<file path="src/logic/bus_pkg.sv">
package bus_pkg;

    localparam int addr_w    = 32;
    localparam int data_w    = 32;
    localparam int strb_w    = data_w / 8;
    localparam int off_w     = $clog2(strb_w);
    localparam int mem_words = 256;
    localparam int mem_idx_w = $clog2(mem_words);

    // pending-channel mask of the bridge has one bit per AXI channel.
    localparam int chan_w = 5;
    localparam int ch_ar  = 4;
    localparam int ch_r   = 3;
    localparam int ch_aw  = 2;
    localparam int ch_w   = 1;
    localparam int ch_b   = 0;

    typedef enum logic [1:0] {
        size_byte = 2'd0,
        size_half = 2'd1,
        size_word = 2'd2
    } sramx_size_t;

    // AxSIZE gives the bytes per beat as a power of two.
    typedef enum logic [2:0] {
        axi_size_1 = 3'd0,
        axi_size_2 = 3'd1,
        axi_size_4 = 3'd2
    } axi_size_t;

    typedef enum logic [1:0] {
        st_idle,
        st_read_resp,
        st_write_collect,
        st_write_resp
    } mem_state_t;

endpackage
</file>
<file path="src/logic/sramx_to_axi.sv">
`timescale 1ns/1ps

module sramx_to_axi
    import bus_pkg::*;
(
    input  logic              clk,
    input  logic              reset,

    input  logic              req,
    input  logic              wr,
    input  sramx_size_t       size,
    input  logic [addr_w-1:0] addr,
    input  logic [data_w-1:0] wdata,
    output logic              addr_ok,
    output logic              data_ok,
    output logic [data_w-1:0] rdata,

    output logic              ar_valid,
    input  logic              ar_ready,
    output logic [addr_w-1:0] ar_addr,
    output axi_size_t         ar_size,

    input  logic              r_valid,
    output logic              r_ready,
    input  logic [data_w-1:0] r_data,
    input  logic              r_last,

    output logic              aw_valid,
    input  logic              aw_ready,
    output logic [addr_w-1:0] aw_addr,
    output axi_size_t         aw_size,

    output logic              w_valid,
    input  logic              w_ready,
    output logic [data_w-1:0] w_data,
    output logic [strb_w-1:0] w_strb,
    output logic              w_last,

    input  logic              b_valid,
    output logic              b_ready
);
    logic [chan_w-1:0] pending;
    logic [chan_w-1:0] next_issue;
    logic [chan_w-1:0] issue;
    logic [chan_w-1:0] handshake;
    logic [chan_w-1:0] remain;
    logic              busy;

    sramx_size_t       saved_size;
    logic [addr_w-1:0] saved_addr;
    logic [data_w-1:0] saved_wdata;

    sramx_size_t       body_size;
    logic [addr_w-1:0] body_addr;
    logic [data_w-1:0] body_wdata;
    axi_size_t         body_axi_size;
    logic [strb_w-1:0] body_strb;

    // channels a fresh request would open.
    always_comb begin
        next_issue = '0;
        if (req) begin
            if (wr) begin
                next_issue[ch_aw] = 1'b1;
                next_issue[ch_w]  = 1'b1;
                next_issue[ch_b]  = 1'b1;
            end else begin
                next_issue[ch_ar] = 1'b1;
                next_issue[ch_r]  = 1'b1;
            end
        end
    end

    // while idle the incoming request drives the channels directly.
    assign busy  = |pending;
    assign issue = busy ? pending : next_issue;

    assign handshake[ch_ar] = issue[ch_ar] & ar_ready;
    assign handshake[ch_r]  = issue[ch_r] & r_valid & r_last;
    assign handshake[ch_aw] = issue[ch_aw] & aw_ready;
    assign handshake[ch_w]  = issue[ch_w] & w_ready;
    assign handshake[ch_b]  = issue[ch_b] & b_valid;
    assign remain           = issue & ~handshake;

    always_comb begin
        if (busy) begin
            body_size  = saved_size;
            body_addr  = saved_addr;
            body_wdata = saved_wdata;
        end else begin
            body_size  = size;
            body_addr  = addr;
            body_wdata = wdata;
        end
    end

    always_comb begin
        case (body_size)
            size_half: body_axi_size = axi_size_2;
            size_word: body_axi_size = axi_size_4;
            default:   body_axi_size = axi_size_1;
        endcase
    end

    // misaligned size/offset pairs give no lanes at all.
    always_comb begin
        body_strb = '0;
        case (body_size)
            size_byte: body_strb = strb_w'(1) << body_addr[off_w-1:0];
            size_half: begin
                if (!body_addr[0])
                    body_strb = strb_w'(3) << body_addr[off_w-1:0];
            end
            size_word: begin
                if (body_addr[off_w-1:0] == '0)
                    body_strb = '1;
            end
            default: body_strb = '0;
        endcase
    end

    assign addr_ok = !busy;
    assign data_ok = handshake[ch_r] | handshake[ch_w];
    assign rdata   = r_data;

    assign ar_valid = issue[ch_ar];
    assign ar_addr  = body_addr;
    assign ar_size  = body_axi_size;
    assign r_ready  = issue[ch_r];

    assign aw_valid = issue[ch_aw];
    assign aw_addr  = body_addr;
    assign aw_size  = body_axi_size;

    assign w_valid = issue[ch_w];
    assign w_data  = body_wdata;
    assign w_strb  = body_strb;
    assign w_last  = 1'b1;
    assign b_ready = issue[ch_b];

    always_ff @(posedge clk) begin
        if (reset) begin
            pending <= '0;
        end else begin
            pending <= remain;
        end
    end

    always_ff @(posedge clk) begin
        if (!busy) begin
            saved_size  <= size;
            saved_addr  <= addr;
            saved_wdata <= wdata;
        end
    end

endmodule

</file>
<file path="config.mk">
export PLATFORM = sky130hd
export DESIGN_NAME = sramx_to_axi
export DESIGN_NICKNAME = d
export VERILOG_FILES = /design/src/logic/bus_pkg.sv /design/src/logic/sramx_to_axi.sv
export SDC_FILE = /design/constraint.sdc
export NUM_CORES = 1
export LEC_CHECK = 0
export ABC_CLOCK_PERIOD_IN_PS = 2200
export BUFFER_PORTS_ARGS = -buffer_cell sky130_fd_sc_hd__clkbuf_2
export CORE_MARGIN = 5
export CORE_UTILIZATION = 37
export DETAILED_ROUTE_END_ITERATION = 7
export PLACE_DENSITY = 0.81
export SLEW_MARGIN = 20
export SYNTH_ARGS = -nofsm -noshare
export SYNTH_HDL_FRONTEND = slang
export SYNTH_SLANG_ARGS = --single-unit
export TNS_END_PERCENT = 1
</file>
<file path="constraint.sdc">
create_clock -name clk -period 2.2 [get_ports clk]
set_input_delay 0.44 -clock clk [delete_from_list [all_inputs] [get_ports clk]]
set_output_delay 0.44 -clock clk [all_outputs]
set_load 0.005 [all_outputs]
</file>
# Word level (Yosys, flattened, before mapping)
# Index checks and enable logic that the tools add are counted.
dict set report word_totals {
  elab_cells 32
  output_inout_bits 146
  ff_bits 71
}
dict set report classes {
  reduce_logical 4
  mux 11
  n_bitwise 9
  n_shift 2
  n_eq_ne 2
}
# operator n
set op_table {}
lappend op_table {{two-way mux 32 bit} 2}
lappend op_table {{case mux 4 bit (3 select lines)} 1}
lappend op_table {{two-way mux 5 bit} 2}
lappend op_table {{two-way mux 4 bit} 2}
lappend op_table {{bitwise AND 1 bit} 6}
lappend op_table {{bitwise AND 5 bit} 1}
lappend op_table {{NOT 5 bit} 1}
lappend op_table {{OR reduction 5 bit} 1}
lappend op_table {{logical NOT 2 bit} 2}
lappend op_table {{two-way mux 2 bit} 2}
lappend op_table {{case mux 2 bit (2 select lines)} 1}
lappend op_table {{left shift 1 x 2 -> 4 bit, first input constant} 1}
lappend op_table {{left shift 2 x 2 -> 4 bit, first input constant} 1}
lappend op_table {{two-way mux 3 bit} 1}
lappend op_table {{== test 2 x 1 -> 1 bit, second input constant} 1}
lappend op_table {{== test 2 bit, second input constant} 1}
lappend op_table {{logical NOT 1 bit} 1}
lappend op_table {{OR 1 bit} 1}

# Longest topological paths before layout
dict set report depth {
  ltp_word 7
  mapped_depth 6
  depth_no_buf 3
}

# Worst setup path before layout
# Ideal clock, no wire load.
dict set report synth_timing {
  path_type {reg-to-output}
  from {register pending[0]}
  to {output aw_addr[28]}
  path_stages_with_launch 7
  t_arrival_ps 1771
  setup_slack_ps -11
  t_required_ps 1760
  path_cell_list {dfxtp_1 > nor4_4 > and2_4 > buf_12 > buf_8 > mux2_1 > buf_4}
}
dict set report synth_between {
  elab_chain_cells 2
}
# element line
set synth_lines {}
lappend synth_lines {{start, declared} sramx_to_axi.sv:42} ;# logic [chan_w-1:0] pending;
lappend synth_lines {{start signal, assigned} sramx_to_axi.sv:145} ;# pending <= remain;
lappend synth_lines {{OR reduction 5 bit} sramx_to_axi.sv:75} ;# assign busy = |pending;
lappend synth_lines {{two-way mux 32 bit} sramx_to_axi.sv:86} ;# if (busy) begin
lappend synth_lines {{end, declared} sramx_to_axi.sv:30} ;# output logic [addr_w-1:0] aw_addr,
# Every way passes these cells.

# Worst setup path after layout
dict set report layout_timing {
  from {register pending[0]}
  to {output w_data[20]}
}
dict set report layout_between {
  elab_chain_cells 2
}
# element line
set layout_lines {}
lappend layout_lines {{OR reduction 5 bit} sramx_to_axi.sv:75}
lappend layout_lines {{two-way mux 32 bit} sramx_to_axi.sv:86}
lappend layout_lines {{end, declared} sramx_to_axi.sv:35} ;# output logic [data_w-1:0] w_data,
# Every way passes these cells.

==> results.txt <==
- The run finished, with violations left.
* Violations in the final reports: negative setup slack
- After clock tree synthesis, the clock-pin slew on the worst setup and hold paths is 0.08 ns.
- The count of final hold-check violations came to 0.
- Kind of critical path: flip-flop to output pin
- Once detailed placement completed, the half-perimeter wirelength came to 5900 um.
- Sequential fraction of the synthesis area: 0.417
* Final ANT Viol Nets: 0
- Initial core utilization: 0.374
- The multi-input combinational cells in the finished layout cover a total of 1320 um^2.
- The worst setup path is captured at an output pin.
* Synth Cell Area: 3410 um^2
* Avg Cell Area, Syn: 12.4 um^2
* Total vias in the final route: 2391
* Number of CTS-inserted buffers: 9
- After the last flow step, the layout net total stands at 516.
- Die outline area: 11200 um^2
* Min Hold Slack: 0.249 ns
- Achievable frequency: 0.413 GHz
- Filler-free cell count of the finished design: 524
* Fraction of final layout cells sized beyond drive strength 1: 0.709
* Synth Register Bits: 71
* Leakage power figure: 2.32 nW
- Post-route minimum period: 2.42 ns
- Worst setup margin: -0.220 ns
- The first global-routing pass estimated 12500 um of wire.
- By area the synthesized netlist is led by dfxtp_1, mux2_4, buf_4.
- Length of the first detailed-routing pass in iterations: 4
* DRC violation count after routing: 0
* Path category of the worst min-delay check: primary input to flip-flop
- Routability-driven placement finished with a final weighted congestion of 0.775.
- Summed over all layers, the global routing overflow is 0.
* Worst skew pair latency: 0.34 ns
- The initial antenna violation count was 0.
* Die width: 106 um
- Row generation in the floorplan step produced 35 rows.
- Summing all flip-flop and latch instances after layout gives 1430 um^2.
- Of the available clock period, the critical path in the final layout requires 1.10.
- Total of hold buffers inserted after clock tree synthesis: 0
- Biggest area consumer among synthesized cells: dfxtp_1
* Setup-failing EPs final: 98
- TritonCTS built the clock tree.
* Slew Viols, Final: 0
- Yosys mapped the design onto 36 distinct sky130hd cell types.
- The final layout contains routed wiring with a total length of 8020 um.
* Clock sink count: 71
- Number of buffers inserted by port buffering: 186
- Routed len/inst: 15.3 um
- Across every metal layer, demand over resource in global routing totals 0.140.
- Setup repair after global routing could not meet its margin everywhere.
- Count of mapped cells out of synthesis: 275
- Placed Instance Area: 3870 um^2
- VDD IR-drop max: 358 uV
- Crit path launch type: flip-flop
- Root Buffer: clkbuf_8
- Boundary pin count: 254
* Largest net degree at the start of global routing: 16
- Worst-path fanout max: 8
- Yosys printed 0 warnings.
- The share of synthesized area in the top cell type comes to 0.417.
* Core outline area: 9110 um^2
- Setup skew after layout: 0.0124 ns
* Count of fill cells added during filler insertion: 852
* Drt via density: 4.56
- The detailed router finished its first iteration with 71 violations.
* P per Cell Area: 923 nW/um^2
* Post-route cell area: 4340 um^2
- The die is 106 um tall.
- At the worst endpoint, the required time is 1.76 ns.
* Arrival time reported for the critical path endpoint: 1.98 ns
- Across the run, the number of max-cap violations was 0.
* Diodes inserted: 0
* Area growth, synth to finish: 27.2%
- Maximum buffer depth of the clock tree: 2
* Placed cell count: 498
- The H-tree generated during clock tree synthesis spans 3 levels.
- Measured on the finished design, the core utilization comes to 0.476.
- Via count of the first global-routing pass: 2467
## through the flow
stage / setup WS, ns / TNS (ns) / power (W)
floorplan: -0.0110 / -0.0220 / 0.00246
global placement: 0.131 / 0 / 0.00267
detailed placement: 0.0889 / 0 / 0.00270
CTS: -0.243 / -17.85 / 0.00407
global route: -0.306 / -24.63 / 0.00424
finish: -0.220 / -16.11 / 0.00400
## final timing paths
path,cells after the start,from,slack [ns],to
max,7,pending[0],-0.22,w_data[20]
min,2,aw_ready,0.25,pending[2]
max reg2reg,6,pending[0],0.56,saved_wdata[19]
min reg2reg,1,saved_wdata[15],0.47,saved_wdata[15]
## area by class of cell
| type | instances | share of cell area |
|---|---|---|
| inverters | 7 | 0.00606 |
| clock buffers | 9 | 0.0286 |
| flip-flops and latches | 71 | 0.329 |
| repair buffers | 201 | 0.276 |
| clock inverters | 7 | 0.0237 |
| well taps | 111 | 0.0320 |
| multi-input cells | 118 | 0.305 |
## synth_stat cells
cell type,count
dfxtp_1,71
buf_4,70
mux2_4,50
mux2_2,14
buf_12,6
inv_1,6
o21ai_0,6
a31oi_1,4
nand2b_1,4
clkbuf_1,3
nor3_1,3
nor3b_1,3
o211ai_1,3
xor2_1,3
conb_1,2
mux2_1,2
mux2i_1,2
nand2_1,2
nand3_1,2
nor2b_1,2
o32ai_1,2
a211o_1,1
a211oi_1,1
a21o_1,1
a31o_2,1
a32o_1,1
and2_1,1
and2_4,1
buf_8,1
clkinv_1,1
nand4b_1,1
nor4_4,1
o21a_1,1
o2bb2ai_1,1
or2_2,1
xnor2_1,1
## critical path, stage by stage (launching register included)
cell and delay, ns:
dfxtp_2 0.35, nor4_4 0.29, and2_4 0.21, buf_6 0.12, buf_12 0.11, buf_16 0.13
mux2_4 0.30, clkbuf_2 0.12
## layer usage
layer,vias up,global-route usage,wire (um)
li1,1134,-,-
met2,156,0.232,3790
met5,-,0,0
met4,0,0.0564,228
met1,1071,0.158,3250
met3,30,0.0613,746
## cells by family (layout without fill, tap and decap cells)
kind of cell           Yosys count  in the layout  share of synthesized area
XOR/XNOR                         4              4                     0.0103
buffers and inverters           87            224                      0.205
AO/OA/AOI/OAI                   22             22                     0.0451
flip-flops                      71             71                      0.417
AND/OR/NAND/NOR                 21             21                     0.0422
other                            2              3                    0.00220
multiplexers                    68             68                      0.279
## what timing repair did
action / 4_1_cts / 5_1_grt
endpoints found under the setup margin: 103 / 105
buffers inserted: 5 / 1
resized for setup: 19 / 5
gates cloned: 4 / 0
pin swaps: 2 / 2
## where the power goes
part	switching [W]	internal (W)
Clock	0.000521	0.000652
Sequential	0.0000742	0.00149
Combinational	0.000512	0.000750
## cell usage in the layout, fill, tap and decap left out, types with 2 or more instances in the layout
master,n
a31oi_1,4
buf_12,3
buf_16,5
buf_4,4
buf_6,4
bufinv_16,2
clkbuf_2,184
clkbuf_8,9
conb_1,3
dfxtp_1,67
dfxtp_2,4
inv_1,6
inv_6,3
mux2_2,11
mux2_4,55
nand2_1,2
nand2b_1,4
nand3_1,2
nor2b_1,2
nor3_1,3
nor3b_1,3
o211ai_1,3
o21ai_0,4
o32ai_1,2
xor2_1,3
## state kept, by name (all words and copies together) (netlist names)
register	count
saved_size	2
saved_wdata	32
saved_addr	32
pending	5
(Power assumes the default switching activity.)
